### src/design/mul_data_pkg.sv
// Operand, product and register-tag widths for the RV32M multiply unit.
// Every design file refers to these types by scoped name.
package mul_data_pkg;

    // Operand and result word width fixed by RV32.
    localparam int XLEN = 32;

    // Integer register file has 32 entries.
    localparam int RD_W = 5;

    // One operand or one result word.
    typedef logic [XLEN-1:0] xlen_t;

    // Full unsigned product of two words.
    typedef logic [2*XLEN-1:0] prod_t;

    // Destination register number carried alongside each request.
    typedef logic [RD_W-1:0] rd_t;

endpackage

### src/design/mul_op_pkg.sv
// Multiply operation codes and the control and data structs that move
// between the decode, execute and result stages.
package mul_op_pkg;

    // Low two bits of funct3 for the multiply group.
    typedef logic [1:0] funct_t;

    localparam funct_t FN_MUL    = 2'd0;
    localparam funct_t FN_MULH   = 2'd1;
    localparam funct_t FN_MULHSU = 2'd2;
    localparam funct_t FN_MULHU  = 2'd3;

    // Control that rides with every request down the whole pipeline.
    typedef struct packed {
        logic              valid;
        mul_data_pkg::rd_t rd;
        // The true product is the negative of the magnitude product.
        logic              negate;
        logic              take_high;
    } mul_ctrl_t;

    // Decode to execute.
    typedef struct packed {
        mul_ctrl_t           ctrl;
        mul_data_pkg::xlen_t mag_a;
        mul_data_pkg::xlen_t mag_b;
    } dec_out_t;

    // Execute to result.
    typedef struct packed {
        mul_ctrl_t           ctrl;
        mul_data_pkg::prod_t prod;
    } exe_out_t;

endpackage

### src/design/hc_adder.sv
// Han-Carlson parallel-prefix adder over a full product width.
// Used in the partial-product tree and for product negation.
`timescale 1ns/1ps

module hc_adder (
    input  mul_data_pkg::prod_t a,
    input  mul_data_pkg::prod_t b,
    input  logic                cin,
    output mul_data_pkg::prod_t sum,
    output logic                cout
);

    localparam int W      = $bits(mul_data_pkg::prod_t);
    localparam int LEVELS = $clog2(W);

    logic [W-1:0] g;
    logic [W-1:0] p;
    logic [W-1:0] g_lv [0:LEVELS];
    logic [W-1:0] p_lv [0:LEVELS];
    logic [W-1:0] carry;

    assign g = a & b;
    assign p = a ^ b;

    always_comb begin
        int span;

        // Carry in is folded into the generate of bit zero.
        g_lv[0]    = g;
        g_lv[0][0] = g[0] | (p[0] & cin);
        p_lv[0]    = p;

        // Each odd bit first absorbs the even bit just below it.
        g_lv[1] = g_lv[0];
        p_lv[1] = p_lv[0];
        for (int i = 1; i < W; i += 2) begin
            g_lv[1][i] = g_lv[0][i] | (p_lv[0][i] & g_lv[0][i-1]);
            p_lv[1][i] = p_lv[0][i] & p_lv[0][i-1];
        end

        // Kogge-Stone over the odd positions, doubling the span each level.
        for (int lv = 2; lv <= LEVELS; lv++) begin
            span    = 1 << (lv - 1);
            g_lv[lv] = g_lv[lv-1];
            p_lv[lv] = p_lv[lv-1];
            for (int i = 1; i < W; i += 2) begin
                if (i >= span) begin
                    g_lv[lv][i] = g_lv[lv-1][i] | (p_lv[lv-1][i] & g_lv[lv-1][i-span]);
                    p_lv[lv][i] = p_lv[lv-1][i] & p_lv[lv-1][i-span];
                end
            end
        end

        // Even positions pick up the finished carry from their odd neighbour.
        carry[0] = g_lv[LEVELS][0];
        for (int i = 1; i < W; i++) begin
            if (i % 2 == 1) begin
                carry[i] = g_lv[LEVELS][i];
            end else begin
                carry[i] = g_lv[LEVELS][i] | (p_lv[LEVELS][i] & g_lv[LEVELS][i-1]);
            end
        end
    end

    // carry[i] is the carry out of bit i.
    assign sum  = p ^ {carry[W-2:0], cin};
    assign cout = carry[W-1];

endmodule

### src/design/mul_decode.sv
// Decode stage of the multiply pipeline. Reads funct, converts signed
// operands to magnitudes and registers them with the request control.
`timescale 1ns/1ps

module mul_decode (
    input  logic                 clk,
    input  logic                 rst_n,
    input  logic                 start,
    input  mul_op_pkg::funct_t   funct,
    input  mul_data_pkg::xlen_t  rs1,
    input  mul_data_pkg::xlen_t  rs2,
    input  mul_data_pkg::rd_t    rd,
    output mul_op_pkg::dec_out_t dec
);

    localparam int MSB = $bits(mul_data_pkg::xlen_t) - 1;

    logic                a_signed;
    logic                b_signed;
    logic                a_neg;
    logic                b_neg;
    mul_data_pkg::xlen_t mag_a;
    mul_data_pkg::xlen_t mag_b;

    // rs1 is signed for MULH and MULHSU, rs2 only for MULH.
    assign a_signed = (funct == mul_op_pkg::FN_MULH) || (funct == mul_op_pkg::FN_MULHSU);
    assign b_signed = (funct == mul_op_pkg::FN_MULH);

    assign a_neg = a_signed & rs1[MSB];
    assign b_neg = b_signed & rs2[MSB];

    // The two's complement of the most negative value reads correctly as unsigned.
    assign mag_a = a_neg ? (~rs1 + 1'b1) : rs1;
    assign mag_b = b_neg ? (~rs2 + 1'b1) : rs2;

    always_ff @(posedge clk) begin
        if (!rst_n) begin
            dec <= '0;
        end else begin
            dec.ctrl.valid     <= start;
            dec.ctrl.rd        <= rd;
            dec.ctrl.negate    <= a_neg ^ b_neg;
            dec.ctrl.take_high <= (funct != mul_op_pkg::FN_MUL);
            dec.mag_a          <= mag_a;
            dec.mag_b          <= mag_b;
        end
    end

endmodule

### src/design/mul_execute.sv
// Execute stage of the multiply pipeline. Forms the unsigned product of the
// two magnitudes through a five-level Han-Carlson adder tree.
`timescale 1ns/1ps

module mul_execute (
    input  logic                 clk,
    input  logic                 rst_n,
    input  mul_op_pkg::dec_out_t dec,
    output mul_op_pkg::exe_out_t exe
);

    localparam int N      = $bits(mul_data_pkg::xlen_t);
    localparam int LEVELS = $clog2(N);
    localparam int NODES  = 2 * N - 1;

    // Nodes 0 to N-1 hold partial products and the adder outputs follow level
    // by level, so the last node is the full product.
    mul_data_pkg::prod_t node [0:NODES-1];

    genvar i;
    genvar lv;
    genvar k;

    generate
        for (i = 0; i < N; i++) begin : g_pp
            assign node[i] = dec.mag_a[i] ? (mul_data_pkg::prod_t'(dec.mag_b) << i) : '0;
        end

        for (lv = 1; lv <= LEVELS; lv++) begin : g_level
            localparam int IN_BASE  = 2 * N - ((2 * N) >> (lv - 1));
            localparam int OUT_BASE = 2 * N - ((2 * N) >> lv);
            localparam int COUNT    = N >> lv;

            for (k = 0; k < COUNT; k++) begin : g_add
                hc_adder u_add (
                    .a    (node[IN_BASE + 2*k]),
                    .b    (node[IN_BASE + 2*k + 1]),
                    .cin  (1'b0),
                    .sum  (node[OUT_BASE + k]),
                    .cout ()
                );
            end
        end
    endgenerate

    always_ff @(posedge clk) begin
        if (!rst_n) begin
            exe <= '0;
        end else begin
            exe.ctrl <= dec.ctrl;
            exe.prod <= node[NODES-1];
        end
    end

endmodule

### src/design/mul_result.sv
// Result stage of the multiply pipeline. Restores the sign of the product,
// picks the requested word and registers the outputs.
`timescale 1ns/1ps

module mul_result (
    input  logic                 clk,
    input  logic                 rst_n,
    input  mul_op_pkg::exe_out_t exe,
    output logic                 done,
    output mul_data_pkg::xlen_t  result,
    output mul_data_pkg::rd_t    result_rd
);

    localparam int N = $bits(mul_data_pkg::xlen_t);

    mul_data_pkg::prod_t neg_prod;
    mul_data_pkg::prod_t signed_prod;
    mul_data_pkg::xlen_t word;

    // Negation as inverted product plus one.
    hc_adder u_neg (
        .a    (~exe.prod),
        .b    ('0),
        .cin  (1'b1),
        .sum  (neg_prod),
        .cout ()
    );

    assign signed_prod = exe.ctrl.negate ? neg_prod : exe.prod;
    assign word = exe.ctrl.take_high ? signed_prod[2*N-1:N] : signed_prod[N-1:0];

    always_ff @(posedge clk) begin
        if (!rst_n) begin
            done      <= 1'b0;
            result    <= '0;
            result_rd <= '0;
        end else begin
            done      <= exe.ctrl.valid;
            result    <= word;
            result_rd <= exe.ctrl.rd;
        end
    end

endmodule

### src/design/mul_unit.sv
// RV32M multiply unit, three-stage pipeline with a fixed latency of three
// cycles from start to done and one request accepted per clock.
`timescale 1ns/1ps

module mul_unit (
    input  logic                clk,
    input  logic                rst_n,
    input  logic                start,
    input  mul_op_pkg::funct_t  funct,
    input  mul_data_pkg::xlen_t rs1,
    input  mul_data_pkg::xlen_t rs2,
    input  mul_data_pkg::rd_t   rd,
    output logic                done,
    output mul_data_pkg::xlen_t result,
    output mul_data_pkg::rd_t   result_rd
);

    mul_op_pkg::dec_out_t dec;
    mul_op_pkg::exe_out_t exe;

    mul_decode u_decode (
        .clk   (clk),
        .rst_n (rst_n),
        .start (start),
        .funct (funct),
        .rs1   (rs1),
        .rs2   (rs2),
        .rd    (rd),
        .dec   (dec)
    );

    mul_execute u_execute (
        .clk   (clk),
        .rst_n (rst_n),
        .dec   (dec),
        .exe   (exe)
    );

    mul_result u_result (
        .clk       (clk),
        .rst_n     (rst_n),
        .exe       (exe),
        .done      (done),
        .result    (result),
        .result_rd (result_rd)
    );

endmodule

### config.mk
export PLATFORM = sky130hd
export DESIGN_NAME = mul_unit
export DESIGN_NICKNAME = d
export VERILOG_FILES = /design/src/design/mul_data_pkg.sv /design/src/design/mul_op_pkg.sv /design/src/design/hc_adder.sv /design/src/design/mul_decode.sv /design/src/design/mul_execute.sv /design/src/design/mul_result.sv /design/src/design/mul_unit.sv
export SDC_FILE = /design/constraint.sdc
export NUM_CORES = 2
export LEC_CHECK = 0
export BUFFER_PORTS_ARGS = -buffer_cell sky130_fd_sc_hd__buf_2
export CAP_MARGIN = 0
export CORE_MARGIN = 8
export CORE_UTILIZATION = 70
export DETAILED_ROUTE_END_ITERATION = 8
export PLACE_DENSITY = 0.85
export SLEW_MARGIN = 25
export SYNTH_ARGS = -nofsm -noshare
export SYNTH_HDL_FRONTEND = slang
export SYNTH_SLANG_ARGS = --single-unit
### constraint.sdc
create_clock -name clk -period 16.8 [get_ports clk]
set_input_delay 0.84 -clock clk [delete_from_list [all_inputs] [get_ports clk]]
set_output_delay 0.84 -clock clk [all_outputs]
set_load 0.005 [all_outputs]
# Word level (Yosys, flattened, before mapping)
# Cells that the tools add are included.
[op_classes]
bitwise_logic = 15662
muxes = 36
add_sub_neg = 2
n_reduce_logical = 2
eq_ne = 2
[ops]
columns = ["cell", "n"]
rows = [
  ["$and A1 B1 Y1", 9797],
  ["$or A1 B1 Y1", 5760],
  ["$xor A64 B64 Y64", 63],
  ["$and A63 B63 Y63", 27],
  ["$mux W32", 4],
  ["$add A32 B1 Y32 const B", 2],
  ["$mux W64", 1],
  ["$not A32 Y32", 2],
  ["$not A64 Y64", 1],
  ["$and A62 B63 Y63", 1],
  ["$and A63 B57 Y63", 1],
  ["$mux W63", 1],
  ["$mux W62", 1],
  ["$and A60 B61 Y61", 1],
  ["$mux W61", 1],
  ["$mux W60", 1],
  ["$and A58 B59 Y59", 1],
  ["$mux W59", 1],
  ["$mux W58", 1],
  ["$mux W57", 1],
  ["$mux W56", 1],
  ["$mux W55", 1],
  ["$mux W54", 1],
  ["$mux W53", 1],
  ["27 further kinds", 32],
]
[word_totals]
in_bits = 74
reg_bits = 182
output_inout_bits = 38

# Logic depth before layout (Yosys ltp)
[logic_depth]
ltp_word = 76
ltp_mapped = 60

# Modules after synthesis
# Synthesis repeated with hierarchy kept, for this count alone.
[unflattened]
cells_unflattened = 14094
hier_area_um2 = 113769.1
[by_module_without_submodules]
columns = ["mod", "area_each_um2", "n_inst", "cells_each", "seq_area_each_um2"]
rows = [
  ["hc_adder (u_execute.g_level[1].g_add[11].u_add ...)", 3101.7, 15, 379, 0.0],
  ["hc_adder (u_execute.g_level[2].g_add[1].u_add ...)", 3138.0, 9, 382, 0.0],
  ["hc_adder (u_execute.g_level[3].g_add[1].u_add ...)", 3009.1, 4, 374, 0.0],
  ["mul_execute", 9158.8, 1, 1368, 1441.4],
  ["mul_decode", 3492.1, 1, 369, 1441.4],
  ["hc_adder (u_execute.g_level[3].g_add[0].u_add)", 3199.3, 1, 397, 0.0],
  ["hc_adder (u_execute.g_level[3].g_add[3].u_add)", 3079.2, 1, 381, 0.0],
  ["hc_adder (u_execute.g_level[1].g_add[10].u_add)", 3046.7, 1, 378, 0.0],
  ["hc_adder (u_execute.g_level[1].g_add[0].u_add)", 2949.1, 1, 361, 0.0],
  ["mul_result", 2039.5, 1, 221, 760.7],
]

# Worst setup path after synthesis
# No wires, ideal clock.
[synth_path]
path_type = "reg-to-reg"
startpoint = "reg, netlist name u_decode.dec[2]"
endpoint = "reg, netlist name u_execute.exe[63]"
slack_ps = 5492
stages_incl_launch_ff = 59
t_required_ps = 16685
t_arrival_ps = 11193
period_less_slack_ps = 11308
cell_sequence = "dfxtp_1 > clkbuf_1 > and2_1 > ha_1 > a21o_1 > a21oi_1 > o21bai_1 > o311a_1 > a221oi_1 > nor3b_1 > a211o_1 > a21o_1 > a21o_1 > fa_1 > ha_1 > a21o_1 > a21o_1 > a21o_1 > (+23 left out) > nor2_1 > o21a_1 > a2111o_1 > nor3_1 > nand3_1 > fa_1 > inv_1 > ha_1 > a21o_1 > a21oi_1 > nor2b_1 > nor2_1 > a211oi_1 > and3_1 > ha_1 > xor2_1 > xnor2_1 > and2_1"
[synth_via]
elab_chain_len = 67
word_cells_on_any_way = 8627
[synth_rtl]
columns = ["item"]
rows = [
  ["$mux W33 (tied with other cells)"],
  ["$xor A64 B64 Y64 / $and A63 B63 Y63 (equally long branches)"],
  ["$and A1 B1 Y1"],
  ["$or A1 B1 Y1"],
  ["$and A1 B1 Y1"],
  ["$or A1 B1 Y1"],
  ["$and A1 B1 Y1"],
  ["$or A1 B1 Y1"],
  ["(+48 left out)"],
  ["$and A1 B1 Y1 (tied with other cells)"],
  ["$or A1 B1 Y1 (tied with other cells)"],
  ["$and A1 B1 Y1 / $or A1 B1 Y1 (equally long branches)"],
  ["$or A1 B1 Y1 / $and A1 B1 Y1 (equally long branches) (2 in a row)"],
  ["$or A1 B1 Y1 (3 in a row)"],
  ["$and A1 B1 Y1"],
  ["$or A1 B1 Y1"],
  ["$xor A64 B64 Y64 (*)"],
]
# Mark *: on every way between the ends. The rest lies on a longest branch, timed or not.
# A chain may end at the register's enable or synchronous reset.

# Worst setup path in the final report
[layout_path]
startpoint = "reg, netlist name u_decode.dec[35]"
endpoint = "reg, netlist name u_execute.exe[63]"
[layout_via]
elab_chain_len = 67
word_cells_on_any_way = 2039
[layout_rtl]
columns = ["item"]
rows = [
  ["$mux W35 (*)"],
  ["$xor A64 B64 Y64 / $and A63 B63 Y63 (equally long branches)"],
  ["$and A1 B1 Y1"],
  ["$or A1 B1 Y1"],
  ["$and A1 B1 Y1"],
  ["$or A1 B1 Y1"],
  ["$and A1 B1 Y1"],
  ["$or A1 B1 Y1"],
  ["(+48 left out)"],
  ["$and A1 B1 Y1 (tied with other cells)"],
  ["$or A1 B1 Y1 (tied with other cells)"],
  ["$and A1 B1 Y1 / $or A1 B1 Y1 (equally long branches)"],
  ["$or A1 B1 Y1 / $and A1 B1 Y1 (equally long branches) (2 in a row)"],
  ["$or A1 B1 Y1 (3 in a row)"],
  ["$and A1 B1 Y1"],
  ["$or A1 B1 Y1"],
  ["$xor A64 B64 Y64 (*)"],
]
# Marked as above.

==> results.json <==
{
  "status": "completed",
  "htreeDepth": 4,
  "layout-drive-gt1-share_pct": 4.14,
  "crit_top_cell": "a21o_1",
  "clk_pin_slew_ps": 100,
  "post_cts_buffers": 0,
  "cts_buffers": 17,
  "syn_area_per_cell_um2": 8.37,
  "p_per_area_mw_per_mm2": 82.2,
  "antenna_found_initial": 16,
  "slew_violations": 0,
  "gp_congestion": 0.989,
  "power_leakage_nw": 34.2,
  "synth_largest_area_cell": "ha_1",
  "wl_per_cell_um": 20.2,
  "synthTopCellsByArea": "ha_1, fa_1, and2_1",
  "drcViolationCount": 0,
  "synth_edf_count": 0,
  "firstDrtPassIters": 6,
  "drtIter0Drc": 4071,
  "async_flop_share_pct": 0,
  "cts_hold_buf": 0,
  "hpwl_um": 125000,
  "cts.path.max_buffers": 2,
  "yosysUniqueCellTypes": 80,
  "worstSetupPathType": "register to register",
  "die_area_mm2": 0.0900,
  "cap_violations": 0,
  "cp_slowest_cell": "dfxtp_1",
  "synthAdderAreaFrac_pct": 40.7,
  "numPortBuffers": 111,
  "cp-start-kind": "register",
  "fmax_mhz": 75.1,
  "fp.dieH_um": 300,
  "synthCells": 6749,
  "worstSetupEndpointType": "register",
  "synth.top_cell.area_share_pct": 23.1,
  "cts.repair.resized": 0,
  "syn_area_mm2": 0.0565,
  "fp-row-count": 104,
  "cts_tree": "done",
  "grt_max_degree": 121,
  "ys_seq_elements": 182,
  "ys_seq_area_share_pct": 6.45,
  "cp_data_arrival_time_ps": 13730,
  "vias_per_cell": 6.29,
  "required_ps": 17220,
  "finalSetupViolCount": 0,
  "clock_latency_ps": 510,
  "synth_xor_area_share_pct": 8.67,
  "vias": 48900,
  "setup_tns_ps": 0,
  "fin_skew_ps": 26.9,
  "initial_core_util_pct": 70.5,
  "final_util_pct": 73.1,
  "timing.final.crit_share_pct": 79.2,
  "finalNonFillerCells": 7778,
  "gr-usage-all-layers_pct": 34.5,
  "core_mm2": 0.0802,
  "grt_setup_unrepaired": "no",
  "ir_worst_vdd_uv": 132,
  "synth.net_count": 8362,
  "grt_pass1_vias": 49500,
  "synth_top_family_by_area": "adder cells",
  "tightest_slew_ps": 1120,
  "relSlewSlack_pct": 25.2,
  "syn2layout_area_growth_pct": 3.71,
  "routed_wl_um": 157000,
  "synth_simple_gate_area_share_pct": 21.5,
  "period_needed_ps": 13310,
  "slowest_delay_ps": 970,
  "synth_top_flop_cell": "dfxtp_1",
  "pre_cts_slack_ps": 3650,
  "die_w_um": 300,
  "grt_pass1_wl_um": 253000,
  "hp-class": "register to register",
  "yosys_warnings": 0,
  "grt.overflow.total": 0,
  "cts_num_sinks": 182,
  "ant_nets": 0,
  "nNetsFinal": 8313,
  "synth_compound_area_share_pct": 15.8,
  "critPathMaxFanout": 32,
  "hold_viol_final": 0,
  "io_pins": 112,
  "place_inst": 7740,
  "root_buffer": "clkbuf_16",
  "setup_slack_ps": 3490,
  "synthMuxAreaShare_pct": 0.598
}
-- registers in the layout, summed over array words and instances, names as in the netlist --
signal	cells
u_decode.dec	72
u_result.result_rd	5
u_result.result	32
u_result.done	1
u_execute.exe	72
-- power breakdown --
group	internal (W)	switching, W	total, W
Combinational	0.00152	0.00220	0.00372
Sequential	0.000531	0.000103	0.000634
Clock	0.000208	0.000249	0.000457
Total	0.00226	0.00255	0.00482
-- cells in the final DEF, fill, tap and decap left out, types with 43 or more instances in the layout --
cell type | netlist | layout
and2_1 | 1079 | 1079
ha_1 | 1042 | 1042
inv_1 | 708 | 708
fa_1 | 497 | 497
a21o_1 | 353 | 353
nand2_1 | 350 | 350
a21oi_1 | 344 | 344
xor2_1 | 299 | 299
xnor2_1 | 260 | 260
o21ai_0 | 235 | 235
nor2_1 | 198 | 198
dfxtp_1 | 182 | 165
buf_2 | 0 | 110
nand2b_1 | 91 | 91
nor2b_1 | 81 | 81
o21a_1 | 80 | 80
nand3_1 | 71 | 71
nand4_1 | 68 | 68
nor3_1 | 63 | 63
buf_4 | 0 | 51
and3_1 | 47 | 47
o21bai_1 | 43 | 43
-- cell families (layout without fill, tap and decap cells) --
| logic type | after synthesis | in the layout |
|---|---|---|
| AOI/OAI and AO/OA | 1348 | 1348 |
| xor gates and xnor gates | 559 | 559 |
| adders and majority gates | 1539 | 1539 |
| buffers and inverters | 938 | 902 |
| DFF | 182 | 182 |
| muxes | 15 | 15 |
| other | 0 | 5 |
| and+or+nand+nor | 2168 | 2168 |
-- worst paths after layout --
check	cells past startpoint	endpoint	slack, ps	start
worst min-delay path	1	u_execute.exe[70]$_SDFF_PN0_	430	u_decode.dec[70]$_SDFF_PN0_
worst max-delay path	57	u_execute.exe[63]$_SDFF_PN0_	3490	u_decode.dec[35]$_SDFF_PN0_
worst min register to register	1	u_execute.exe[70]$_SDFF_PN0_	430	u_decode.dec[70]$_SDFF_PN0_
worst max register to register	57	u_execute.exe[63]$_SDFF_PN0_	3490	u_decode.dec[35]$_SDFF_PN0_
-- metrics by stage --
step	instance area (um^2)	total power, W	hold slack [ps]
6_report	58600	0.00482	431
4_1_cts	58500	0.00474	436
3_3_place_gp	57900	0.00417	414
5_1_grt	58600	0.00522	456
2_1_floorplan	56500	0.00314	412
3_5_place_dp	57900	0.00427	420
-- metal layers --
metal	global-route usage, %	share of wire, %
met5	0	0.038
met4	14.0	4.6
met3	6.69	10
met2	55.4	44
met1	45.4	41
-- cell type report --
| type | count | area, um^2 |
|---|---|---|
| sequential | 182 | 3670 |
| antenna | 5 | 12.5 |
| clock buffer | 17 | 425 |
| fill | 6110 | 21600 |
| timing repair buffer | 162 | 953 |
| tap | 1060 | 1330 |
| clock inverter | 15 | 210 |
| inverter | 708 | 2660 |
| multi-input combinational | 5629 | 49300 |
-- Yosys cell counts (all sizes together), types with 81 or more instances --
library cell and count:
clkbuf 225, a21o 353, ha 1042, nand2 350, a21oi 345, and2 1079, dfxtp 182, nor2 198
inv 708, xor2 299, o21ai 239, fa 497, nor2b 81, nand2b 91, xnor2 260
-- worst max-delay path, delay by kind of cell (launching register included) --
family / cells / cell delay (ps)
compound gates: 26 / 5950
xor+xnor: 4 / 580
fa+ha+maj: 10 / 3410
buf+inv: 1 / 80
flops: 1 / 970
simple gates: 16 / 2240
Power figures use the tool's default switching activity.
